File: src/design/video_int_pkg.sv
package video_int_pkg;

	// default INT window, a Z80 must sample INT within this many clocks
	localparam logic [15:0] INT_LEN = 16'd32;

	// request controller states
	typedef enum logic {
		INT_IDLE    = 1'b0, // no request outstanding
		INT_PENDING = 1'b1  // int_valid held, window running
	} int_state_e;

	// outcome of one request, each bit a single clock pulse
	typedef struct packed {
		logic taken;  // ready seen inside window
		logic missed; // window ran out
	} int_result_t;

endpackage

File: src/design/video_timing_pkg.sv
package video_timing_pkg;

	// horizontal raster, counted in pixel clocks
	localparam logic [15:0] H_PERIOD  = 16'd448; // clocks per line
	localparam logic [15:0] HSYNC_BEG = 16'd10;  // hsync rises here
	localparam logic [15:0] HSYNC_END = 16'd43;  // hsync falls, line starts
	localparam logic [15:0] HBLNK_END = 16'd88;  // end of horizontal blank
	localparam logic [15:0] HINT_BEG  = 16'd2;   // column where INT may begin

	// vertical raster, counted in lines
	localparam logic [15:0] V_PERIOD  = 16'd320; // lines per frame
	localparam logic [15:0] VBLNK_END = 16'd32;
	localparam logic [15:0] VSYNC_BEG = 16'd8;
	localparam logic [15:0] VSYNC_END = 16'd11;
	localparam logic [15:0] VPIX_BEG  = 16'd80;  // first line of picture
	localparam logic [15:0] VPIX_END  = 16'd272; // first border line after picture
	localparam logic [15:0] INT_LINE  = 16'd0;   // frame INT fires on this line
	localparam logic [15:0] S_RELOAD_LINE = VBLNK_END + 16'd102; // mid-frame preload

	// per-line strobes from the horizontal counter
	typedef struct packed {
		logic hsync_start; // first clock of hsync
		logic line_start;  // clock where hsync ends
		logic hint_start;  // interrupt column
		logic hblank;      // level
		logic hsync;       // level
	} line_strobe_t;

	// per-frame strobes from the vertical counter
	typedef struct packed {
		logic vblank;
		logic vsync;
		logic vpix;      // picture lines, not border
		logic pre_vline; // line right after vblank
		logic s_reload;  // preload marker
		logic int_start; // one-clock pulse, start of Z80 INT
	} frame_strobe_t;

endpackage
File: src/design/video_sync_top.sv
`timescale 1ns/100ps

module video_sync_top #(
	// horizontal, in clocks
	parameter logic [15:0] h_period      = video_timing_pkg::H_PERIOD,
	parameter logic [15:0] hsync_beg     = video_timing_pkg::HSYNC_BEG,
	parameter logic [15:0] hsync_end     = video_timing_pkg::HSYNC_END,
	parameter logic [15:0] hblnk_end     = video_timing_pkg::HBLNK_END,
	parameter logic [15:0] hint_beg      = video_timing_pkg::HINT_BEG,
	// vertical, in lines
	parameter logic [15:0] v_period      = video_timing_pkg::V_PERIOD,
	parameter logic [15:0] vblnk_end     = video_timing_pkg::VBLNK_END,
	parameter logic [15:0] vsync_beg     = video_timing_pkg::VSYNC_BEG,
	parameter logic [15:0] vsync_end     = video_timing_pkg::VSYNC_END,
	parameter logic [15:0] vpix_beg      = video_timing_pkg::VPIX_BEG,
	parameter logic [15:0] vpix_end      = video_timing_pkg::VPIX_END,
	parameter logic [15:0] int_line      = video_timing_pkg::INT_LINE,
	parameter logic [15:0] s_reload_line = video_timing_pkg::S_RELOAD_LINE,
	parameter logic [15:0] int_len       = video_int_pkg::INT_LEN
) (
	input  logic clk,
	input  logic reset,
	output video_timing_pkg::line_strobe_t  line,
	output video_timing_pkg::frame_strobe_t frame,
	output logic int_valid,
	input  logic int_ready,
	output video_int_pkg::int_result_t result
);

	// line timing, also feeds the vertical counter
	hsync_gen #(
		.h_period(h_period), .hsync_beg(hsync_beg), .hsync_end(hsync_end),
		.hblnk_end(hblnk_end), .hint_beg(hint_beg)
	) u_hsync (.clk(clk), .reset(reset), .line(line));

	// frame timing, one register stage after the line strobes
	vsync_gen #(
		.v_period(v_period), .vblnk_end(vblnk_end), .vsync_beg(vsync_beg),
		.vsync_end(vsync_end), .vpix_beg(vpix_beg), .vpix_end(vpix_end),
		.int_line(int_line), .s_reload_line(s_reload_line)
	) u_vsync (.clk(clk), .reset(reset), .line(line), .frame(frame));

	// CPU interrupt request with timeout
	int_ctrl #(.int_len(int_len)) u_int (
		.clk(clk), .reset(reset), .frame(frame),
		.int_valid(int_valid), .int_ready(int_ready), .result(result)
	);

endmodule

File: src/design/int_ctrl.sv
`timescale 1ns/100ps

module int_ctrl #(
	parameter logic [15:0] int_len = video_int_pkg::INT_LEN // window in clocks
) (
	input  logic clk,
	input  logic reset,
	input  video_timing_pkg::frame_strobe_t frame, // only int_start used
	output logic int_valid,  // INT request to the CPU
	input  logic int_ready,  // CPU acknowledges
	output video_int_pkg::int_result_t result
);

	import video_int_pkg::*;

	int_state_e  state;
	logic [15:0] win_cnt; // clocks spent pending, 0 .. int_len-1
	logic        transfer; // ready sampled while valid
	logic        expire;   // last window clock without ready

	assign int_valid = (state == INT_PENDING); // held for whole window
	assign transfer  = int_valid & int_ready;
	assign expire    = int_valid & ~int_ready & (win_cnt == int_len - 16'd1);

	always_ff @(posedge clk)
	begin
		if (reset)
		begin
			state   <= INT_IDLE;
			win_cnt <= 16'd0;
			result  <= '0;
		end
		else
		begin
			// outcome pulses land in the cycle valid drops
			result.taken  <= transfer;
			result.missed <= expire;

			case (state)
				INT_IDLE:
				begin
					if (frame.int_start)
					begin
						state   <= INT_PENDING; // valid rises next clock
						win_cnt <= 16'd0;
					end
				end
				INT_PENDING:
				begin
					// further int_start pulses are ignored here
					if (transfer || expire)
						state <= INT_IDLE;
					else
						win_cnt <= win_cnt + 16'd1;
				end
				default: state <= INT_IDLE;
			endcase
		end
	end

endmodule

File: src/design/vsync_gen.sv
`timescale 1ns/100ps

module vsync_gen #(
	parameter logic [15:0] v_period      = video_timing_pkg::V_PERIOD,
	parameter logic [15:0] vblnk_end     = video_timing_pkg::VBLNK_END,
	parameter logic [15:0] vsync_beg     = video_timing_pkg::VSYNC_BEG,
	parameter logic [15:0] vsync_end     = video_timing_pkg::VSYNC_END,
	parameter logic [15:0] vpix_beg      = video_timing_pkg::VPIX_BEG,
	parameter logic [15:0] vpix_end      = video_timing_pkg::VPIX_END,
	parameter logic [15:0] int_line      = video_timing_pkg::INT_LINE,
	parameter logic [15:0] s_reload_line = video_timing_pkg::S_RELOAD_LINE
) (
	input  logic clk,
	input  logic reset,
	input  video_timing_pkg::line_strobe_t  line,  // from hsync_gen
	output video_timing_pkg::frame_strobe_t frame  // registered frame markers
);

	import video_timing_pkg::*;

	localparam logic [15:0] VBLNK_BEG = 16'd0; // blank starts at top of count

	logic [15:0] vcount; // current line, advances on hsync_start
	frame_strobe_t frame_next;

	// line counter, stepped once per line
	always_ff @(posedge clk)
	begin
		if (reset)
			vcount <= 16'd0;
		else if (line.hsync_start)
		begin
			if (vcount == v_period - 16'd1)
				vcount <= 16'd0; // new frame
			else
				vcount <= vcount + 16'd1;
		end
	end

	// all compares use vcount before its update, same clock as the strobe
	always_comb
	begin
		frame_next = frame; // levels hold between their update points

		if (line.hsync_start)
		begin
			// vertical blank window
			if (vcount == VBLNK_BEG)
				frame_next.vblank = 1'b1;
			else if (vcount == vblnk_end)
				frame_next.vblank = 1'b0;

			// picture window, changes with hsync edge
			if (vcount == vpix_beg)
				frame_next.vpix = 1'b1;
			else if (vcount == vpix_end)
				frame_next.vpix = 1'b0;
		end

		// vsync starts on hsync_start but ends on line_start,
		// so every hsync edge inside it is kept
		if (line.hsync_start && (vcount == vsync_beg))
			frame_next.vsync = 1'b1;
		else if (line.line_start && (vcount == vsync_end))
			frame_next.vsync = 1'b0;

		// preload markers, resampled at each line start
		if (line.line_start)
		begin
			frame_next.pre_vline = (vcount == vblnk_end);
			frame_next.s_reload  = (vcount == s_reload_line);
		end

		// interrupt column on the interrupt line only
		frame_next.int_start = line.hint_start && (vcount == int_line);
	end

	always_ff @(posedge clk)
	begin
		if (reset)
			frame <= '0;
		else
			frame <= frame_next; // second register stage after hcount
	end

endmodule

File: src/design/hsync_gen.sv
`timescale 1ns/100ps

module hsync_gen #(
	parameter logic [15:0] h_period  = video_timing_pkg::H_PERIOD,
	parameter logic [15:0] hsync_beg = video_timing_pkg::HSYNC_BEG,
	parameter logic [15:0] hsync_end = video_timing_pkg::HSYNC_END,
	parameter logic [15:0] hblnk_end = video_timing_pkg::HBLNK_END,
	parameter logic [15:0] hint_beg  = video_timing_pkg::HINT_BEG
) (
	input  logic clk,
	input  logic reset,
	output video_timing_pkg::line_strobe_t line // all fields registered
);

	import video_timing_pkg::*;

	logic [15:0] hcount; // clock position within the line
	line_strobe_t line_next; // decode of hcount, loaded next clock

	// free-running line counter, 0 .. h_period-1
	always_ff @(posedge clk)
	begin
		if (reset)
			hcount <= 16'd0;
		else if (hcount == h_period - 16'd1)
			hcount <= 16'd0; // wrap to next line
		else
			hcount <= hcount + 16'd1;
	end

	// decode counter into strobes and levels
	always_comb
	begin
		line_next = line; // blank and sync levels hold unless changed below

		// single-clock pulses, one cycle behind the matching count
		line_next.hsync_start = (hcount == hsync_beg);
		line_next.line_start  = (hcount == hsync_end);
		line_next.hint_start  = (hcount == hint_beg);

		// blank opens at column 0
		if (hcount == 16'd0)
			line_next.hblank = 1'b1;
		else if (hcount == hblnk_end)
			line_next.hblank = 1'b0; // visible part begins

		// sync level tracks the two pulses exactly
		if (hcount == hsync_beg)
			line_next.hsync = 1'b1; // rises with hsync_start
		else if (hcount == hsync_end)
			line_next.hsync = 1'b0; // falls with line_start
	end

	// output register stage
	always_ff @(posedge clk)
	begin
		if (reset)
			line <= '0; // everything low out of reset
		else
			line <= line_next;
	end

endmodule

File: config.mk
export PLATFORM = sky130hd
export DESIGN_NAME = video_sync_top
export DESIGN_NICKNAME = d
export VERILOG_FILES = /design/src/design/video_int_pkg.sv /design/src/design/video_timing_pkg.sv /design/src/design/video_sync_top.sv /design/src/design/int_ctrl.sv /design/src/design/vsync_gen.sv /design/src/design/hsync_gen.sv
export SDC_FILE = /design/constraint.sdc
export NUM_CORES = 1
export LEC_CHECK = 0
export BUFFER_PORTS_ARGS = -buffer_cell sky130_fd_sc_hd__buf_2
export CORE_MARGIN = 3
export CORE_UTILIZATION = 30
export CTS_CLUSTER_SIZE = 14
export DETAILED_ROUTE_END_ITERATION = 8
export GPL_TIMING_DRIVEN = 0
export HOLD_SLACK_MARGIN = 0.03
export PLACE_DENSITY = 0.56
export SYNTH_ARGS = -nofsm -noshare
export SYNTH_HDL_FRONTEND = slang
export SYNTH_SLANG_ARGS = --single-unit
File: constraint.sdc
create_clock -name clk -period 2.55 [get_ports clk]
set_clock_uncertainty 0.05 [all_clocks]
set_input_delay 0.3825 -clock clk [delete_from_list [all_inputs] [get_ports clk]]
set_output_delay 0.3825 -clock clk [all_outputs]
set_load 0.02 [all_outputs]
==> metrics.csv, run 1 <==
stage;metric;value;unit
place;Placer Congestion;0.819;
yosys;yosys warns;0;
cts;CTS Buf Count;9;
timing;Worst Tran Pin Value;0.853;ns
global_routing;total track usage;12.3;%
setup_path;Worst Path Arrival;2.12;ns
yosys;Yosys cell types;43;
setup_path;required time of the critical path;2.77;ns
place;DP Area;3200;sq um
layout;commonest non-fill, non-tap cells in the layout;dfxtp_1, nor2_1, nand3_1;
global_routing;vias in the first global route;2393;
yosys;post-synthesis sequential area ratio;41.9;%
setup_path;max incr delay on CP;0.53;ns
die;row cnt;35;
place;Buffers on Ports;16;
layout;layout cells sized above 1;12.7;%
yosys;Mapped Cells;346;
timing;RSZ-0062 raised after global routing;false;
cts;CTS tree;built;
global_routing;grt ovf;0;
power;Power Dens Cells;557;nW/um^2
setup_path;startpoint types;flop;
power;sw frac;23.4;%
cts;Max clock buf depth;2;
yosys;mean post-synth cell area;8.56;sq um
layout;Area Overhead vs Synth;14.4;%
setup_path;CP Buf/Inv Count;0;
power;worst ir drop on vdd;0.262;mV
cts;number of gates resized after CTS;0;
cts;root buf cell;clkbuf_8;
global_routing;pin count of the biggest net entering global routing;12;
power;P_leak;1.23;nW
cts;CTS clk-pin slew, worst paths;0.07;ns
route;Avg Vias per Cell;4.94;
die;DIE WIDTH;105;um
yosys;FF+latch count, synth;62;
setup_path;CP Depth;5;
power;Pint;0.00145;W
layout;most common cell after layout, fill and taps aside;dfxtp_1;
route;First DRT Iteration DRCs;192;
yosys;Post-synth EDFFs;0;
layout;area of the multi-input gates;1610;sq um
route;Routed Antenna Nets;0;
layout;Finished Cell Area;3390;sq um
die;floorplan core area;9420;sq um
setup_path;crit-path cells;ha_1 > and4_1 > nand2_1 > or4_1 > a21oi_1;
cts;CTS H-tree depth;3;
power;P_sw;0.000441;W
die;I/O pins;17;
route;Vias;2502;
timing;Max Freq;526;MHz
layout;Inserted Diodes;0;
outcome;status;complete, no violations;
setup_path;CP max FO;6;
route;drt wl/cell;12.7;um
global_routing;GRT met1 Usage;16.0;%
setup_path;slowest CP cell;or4_1;
place;post-DP HPWL;4600;um
setup_path;crit path kind;flop to flop;
place;pre-CTS WS;0.681;ns
global_routing;met3 usage;3.00;%
timing;Hold Slack;0.294;ns
run;max-cap viol count;0;
yosys;async set-reset flop share out of synthesis;0;%
route;first-pass iteration count of the detailed router;5;
cts;clock sinks;62;
timing;Setup WS post-layout;0.647;ns
global_routing;global-route wire length before repair;11200;um
route;number of remaining DRC errors;0;
power;Seq pwr share;52.3;%
timing;Final setup viols;0;
cts;number of setup buffers added after CTS;0;
cts;later-pin clock latency in the skew report;0.33;ns
timing;setup_tns;0;ns
timing;Relative slew margins;42.6;%
setup_path;reg2reg path depth;5;
yosys;main flop type after synthesis;dfxtp_1;
yosys;Mapped Nets;356;
global_routing;initial antenna violation count;0;
layout;Nets;383;
min_path;Hold Path Class;input port to flop;
min_path;hold path cells;2;
timing;Final min period;1.90;ns
layout;filler cell count;995;
timing;final hold vios;0;
die;Die ar.;11100;sq um
layout;register area;1240;sq um
power;combinational share of power;3.6;%
timing;fin crit share;74.6;%
route;WL final;6440;um
die;Die Ht;105;um
setup_path;Top Family by Delay on Critical Path;simple AND/OR/NAND/NOR gates;
global_routing;M2 GR Usage;19.6;%
cts;hold_buf cts;0;
power;Clk pwr share;44.1;%
yosys;synthesized area;2960;sq um
global_routing;busiest grt layer;met2;
die;initial core utilization;31.5;%
setup_path;crit end category;flop;
timing;Slew Limit Fails;0;
cell usage after synthesis, types with 6 or more instances:
master   instances  area share [%]
inv_1           15             1.9
nor3_1          20             3.4
ha_1             7             3.0
o21ai_0          6             1.0
nor4_1          14             3.0
a21oi_1         13             2.2
nand4_1         19             4.0
mux2i_1          7             2.4
nor2_1          44             5.6
dfxtp_1         62              42
nand3_1         24             4.1
nand2_1         17             2.2
xnor2_1         23             6.8
xor2_1           9             2.7
area by class of cell:
type | count | area share [%]
multi-input cells | 258 | 47.6
flip-flops and latches | 62 | 36.6
well taps | 129 | 4.76
clock buffers | 9 | 3.65
repair buffers | 16 | 2.36
clock inverters | 6 | 1.85
inverters | 15 | 1.66
plain buffers | 11 | 1.51
per-stage QoR:
| stage | utilization (%) | std cells | power, W |
|---|---|---|---|
| after floorplan | - | 346 | 0.00105 |
| after global placement | 34.0 | 491 | 0.00108 |
| after detailed placement | 34.0 | 491 | 0.00108 |
| after CTS | 36.0 | 506 | 0.00192 |
| after global routing | 36.0 | 506 | 0.00197 |
| final | 36.0 | 506 | 0.00189 |
final timing paths:
path / end / slack, ns / start
worst min register to register: u_vsync.frame[2]$_SDFFE_PP0P_ / 0.42 / u_vsync.frame[2]$_SDFFE_PP0P_
worst max-delay path: u_int.win_cnt[14]$_SDFFE_PP0P_ / 0.65 / u_int.win_cnt[0]$_SDFFE_PP0P_
worst min-delay path: u_int.result[1]$_SDFF_PP0_ / 0.29 / int_ready
worst max register to register: u_int.win_cnt[14]$_SDFFE_PP0P_ / 0.65 / u_int.win_cnt[0]$_SDFFE_PP0P_
routing by layer:
layer / share of wire (%) / vias to the layer above / routed length [um]
li1: - / 1293 / -
met1: 50 / 1165 / 3200
met2: 45 / 36 / 2920
met3: 3.6 / 8 / 229
met4: 1.4 / 0 / 93
met5: 0 / - / 0
power by group through the flow:
stage          clock (W)  combinational [W]  sequential [W]
2_1_floorplan          0          0.0000409         0.00101
3_3_place_gp           0          0.0000691         0.00101
3_5_place_dp           0          0.0000687         0.00101
4_1_cts         0.000862          0.0000690        0.000986
5_1_grt         0.000900          0.0000771        0.000988
6_report        0.000833          0.0000677        0.000987
sequential cells by signal, indices dropped and copies added, names as in the netlist:
signal / count
u_int.int_valid: 1
u_vsync.frame: 6
u_int.win_cnt: 16
u_vsync.vcount: 16
u_hsync.line: 5
u_hsync.hcount: 16
u_int.result: 2
logic make-up (layout without fill, tap and decap cells):
kind of cell / Yosys count / in the layout / synth area share, %
and+or+nand+nor: 183 / 183 / 33.7
xor gates and xnor gates: 32 / 32 / 9.46
adders and majority gates: 7 / 7 / 2.96
buffers and inverters: 26 / 57 / 3.63
muxes: 7 / 7 / 2.36
DFF: 62 / 62 / 41.9
AOI/OAI and AO/OA: 29 / 29 / 5.95
(Power assumes the default switching activity.)
==> inputs of run 2 (changes only) <==
--- a/config.mk
+++ b/config.mk
@@ -5,6 +5,7 @@
 export SDC_FILE = /design/constraint.sdc
 export NUM_CORES = 1
 export LEC_CHECK = 0
+export ABC_AREA = 1
 export BUFFER_PORTS_ARGS = -buffer_cell sky130_fd_sc_hd__buf_2
 export CORE_MARGIN = 3
 export CORE_UTILIZATION = 30
@@ -12,7 +13,7 @@
 export DETAILED_ROUTE_END_ITERATION = 8
 export GPL_TIMING_DRIVEN = 0
 export HOLD_SLACK_MARGIN = 0.03
-export PLACE_DENSITY = 0.56
+export PLACE_DENSITY = 0.57
 export SYNTH_ARGS = -nofsm -noshare
 export SYNTH_HDL_FRONTEND = slang
 export SYNTH_SLANG_ARGS = --single-unit
==> constraint.sdc (replaced) <==
create_clock -name clk -period 1.7 [get_ports clk]
set_clock_uncertainty 0.05 [all_clocks]
set_input_delay 0.255 -clock clk [delete_from_list [all_inputs] [get_ports clk]]
set_output_delay 0.255 -clock clk [all_outputs]
set_load 0.02 [all_outputs]
==> metrics.csv, run 2 <==
stage;metric;value;unit;change
yosys;Synth area leaders;dfxtp_1, nand2_1, nor2_1;;was dfxtp_1, xnor2_1, nor2_1
route;WL final;7710;um;was 6440 um
run;max-cap viol count;0;;unchanged
route;number of remaining DRC errors;0;;unchanged
cts;root buf cell;clkbuf_8;;unchanged
yosys;Mapped Cells;491;;was 346
global_routing;pin count of the biggest net entering global routing;11;;was 12
route;Avg Vias per Cell;4.65;;was 4.94
die;row cnt;37;;was 35
timing;fin crit share;91.9;%;was 74.6%
layout;Inserted Diodes;0;;unchanged
timing;Worst Tran Pin Value;0.543;ns;was 0.853 ns
place;DP Area;3580;sq um;was 3200 sq um
timing;Final setup viols;0;;unchanged
yosys;top cells by count, synth;nand2_1, nor2_1, dfxtp_1;;was dfxtp_1, nor2_1, nand3_1
global_routing;initial antenna violation count;0;;unchanged
yosys;Yosys cell types;34;;was 43
yosys;share of the synthesized area in the top cell type;37.3;%;was 41.9%
layout;Finished Cell Area;3890;sq um;was 3390 sq um
setup_path;startpoint types;flop;;unchanged
yosys;main flop type after synthesis;dfxtp_1;;unchanged
yosys;FF+latch count, synth;62;;unchanged
place;cell total after placement;642;;was 491
layout;Area Overhead vs Synth;16.7;%;was 14.4%
layout;most common cell after layout, fill and taps aside;nand2_1;;was dfxtp_1
yosys;Mapped Nets;501;;was 356
route;first-pass iteration count of the detailed router;4;;was 5
place;post-DP HPWL;5740;um;was 4600 um
route;First DRT Iteration DRCs;150;;was 192
global_routing;global-route wire length before repair;13300;um;was 11200 um
place;Buffers on Ports;15;;was 16
setup_path;crit end category;flop;;unchanged
route;Vias;3069;;was 2502
layout;Nets;530;;was 383
route;Routed Antenna Nets;0;;unchanged
yosys;Post-synth EDFFs;0;;unchanged
die;floorplan core area;10600;sq um;was 9420 sq um
die;initial core utilization;31.6;%;was 31.5%
setup_path;Worst Path Arrival;1.75;ns;was 2.12 ns
route;drt wl/cell;11.7;um;was 12.7 um
cts;CTS H-tree depth;3;;unchanged
cts;CTS Buf Count;9;;unchanged
global_routing;total track usage;13.1;%;was 12.3%
cts;CTS tree;built;;unchanged
layout;filler cell count;1147;;was 995
outcome;status;complete, no violations;;unchanged
power;P_leak;1.49;nW;was 1.23 nW
yosys;mean post-synth cell area;6.79;sq um;was 8.56 sq um
layout;commonest non-fill, non-tap cells in the layout;nand2_1, nor2_1, inv_1;;was dfxtp_1, nor2_1, nand3_1
place;Placer Congestion;0.829;;was 0.819
layout;layout cells sized above 1;16.0;%;was 12.7%
layout;area of the multi-input gates;1840;sq um;was 1610 sq um
cts;clock sinks;62;;unchanged
global_routing;vias in the first global route;2893;;was 2393
die;Die ar.;12400;sq um;was 11100 sq um
die;Die Ht;111;um;was 105 um
yosys;yosys warns;0;;unchanged
cts;Max clock buf depth;2;;unchanged
timing;final hold vios;0;;unchanged
min_path;Hold Path Class;input port to flop;;unchanged
power;worst ir drop on vdd;0.420;mV;was 0.262 mV
yosys;post-synthesis sequential area ratio;37.3;%;was 41.9%
cts;CTS clk-pin slew, worst paths;0.07;ns;about the same
setup_path;required time of the critical path;1.89;ns;was 2.77 ns
timing;Slew Limit Fails;0;;unchanged
yosys;async set-reset flop share out of synthesis;0;%;unchanged
setup_path;CP max FO;10;;was 6
timing;Max Freq;640;MHz;was 526 MHz
cts;later-pin clock latency in the skew report;0.35;ns;was 0.33 ns
timing;Relative slew margins;63.8;%;was 42.6%
global_routing;grt ovf;0;;unchanged
layout;Post-Layout Cell Count;660;;was 506
yosys;synthesized area;3330;sq um;was 2960 sq um
yosys;Yosys top cell by area;dfxtp_1;;unchanged
layout;Largest regs;u_hsync.hcount x16, u_int.win_cnt x16, u_vsync.vcount x16;;unchanged
yosys;top-count cell post-synth;nand2_1;;was dfxtp_1
die;I/O pins;17;;unchanged
die;DIE WIDTH;111;um;was 105 um
timing;Final min period;1.56;ns;was 1.90 ns
power;Power Dens Cells;780;nW/um^2;was 557 nW/um^2
setup_path;crit path kind;flop to flop;;unchanged
layout;register area;1250;sq um;was 1240 sq um
-- run 2: cell count changes after synthesis, sizes merged, moves of 6 or more --
cell,before,now
nand4,20,14
nor2,44,89
inv,15,67
nand2,17,118
nand3,24,35
a21oi,13,32
mux2i,7,0
nor4,15,5
xnor2,23,0
o21ai,6,13
-- run 2: per-stage QoR --
| step | TNS [ns] | total power, W | worst slack [ns] | hold slack (ns) | utilization, % |
|---|---|---|---|---|---|
| 2_1_floorplan | 0 | 0.00158 | 0.151 | 0.284 | - |
| 3_3_place_gp | -0.302 | 0.00161 | -0.0487 | 0.396 | 33.9 |
| 3_5_place_dp | -0.605 | 0.00161 | -0.0745 | 0.403 | 33.9 |
| 4_1_cts | 0 | 0.00308 | 0.000728 | 0.0319 | 36.1 |
| 5_1_grt | -0.000274 | 0.00315 | -0.000274 | 0.189 | 36.8 |
| 6_report | 0 | 0.00303 | 0.137 | 0.184 | 36.8 |
-- run 2: report_power, final --
part           leakage [nW]  internal (W)  switching (W)
clock                 0.107      0.000862       0.000583
sequential            0.504       0.00146      0.0000134
combinational         0.877     0.0000364      0.0000741
-- run 2: critical path: stages (launching register included) --
cell     delay [ns]
dfxtp_4        0.40
ha_4           0.16
nand3_2        0.10
nor2_2         0.12
nand2_2        0.09
nand2_4        0.11
nand2_4        0.10
buf_6          0.17
a21oi_2        0.12
nor2_1         0.05
-- run 2: repair_timing --
action,4_1_cts,5_1_grt
resized for setup,1,20
pin swaps,1,3
buffers inserted,2,0
endpoints found under the hold margin,0,1
hold buffers,0,1
endpoints found under the setup margin,20,39
-- run 2: path summary, 6_finish.rpt --
kind | startpoint | to | slack, ns | cells past startpoint
setup / recovery | u_int.win_cnt[0]$_SDFFE_PP0P_ | u_int.win_cnt[2]$_SDFFE_PP0P_ | 0.14 | 9
setup reg to reg | u_int.win_cnt[0]$_SDFFE_PP0P_ | u_int.win_cnt[2]$_SDFFE_PP0P_ | 0.14 | 9
hold reg to reg | u_vsync.frame[3]$_SDFFE_PP0P_ | u_vsync.frame[3]$_SDFFE_PP0P_ | 0.41 | 2
hold / removal | reset | u_int.win_cnt[11]$_SDFFE_PP0P_ | 0.18 | 2
-- run 2: layout make-up --
| cell class | count | area share [%] |
|---|---|---|
| plain buffers | 7 | 1.29 |
| well taps | 136 | 4.38 |
| flip-flops and latches | 62 | 32.2 |
| clock buffers | 12 | 3.73 |
| repair buffers | 18 | 2.57 |
| clock inverters | 3 | 1.77 |
| multi-input cells | 354 | 47.3 |
| inverters | 68 | 6.76 |
-- run 2: cell families (layout without fill, tap and decap cells) --
logic type | Yosys count | after routing | synth area share, %
simple gates | 288 | 288 | 39.7
compound gates | 47 | 47 | 7.89
xor+xnor | 12 | 12 | 3.15
flops | 62 | 62 | 37.3
buf+inv | 75 | 108 | 9.39
fa+ha+maj | 7 | 7 | 2.63
-- run 2: routing by layer --
metal | GRT usage, % | vias to the layer above | routed length [um]
met3 | 4.62 | 8 | 344
li1 | - | 1626 | -
met1 | 17.0 | 1392 | 3860
met2 | 20.6 | 43 | 3450
met5 | 0 | - | 0
met4 | 3.65 | 0 | 59
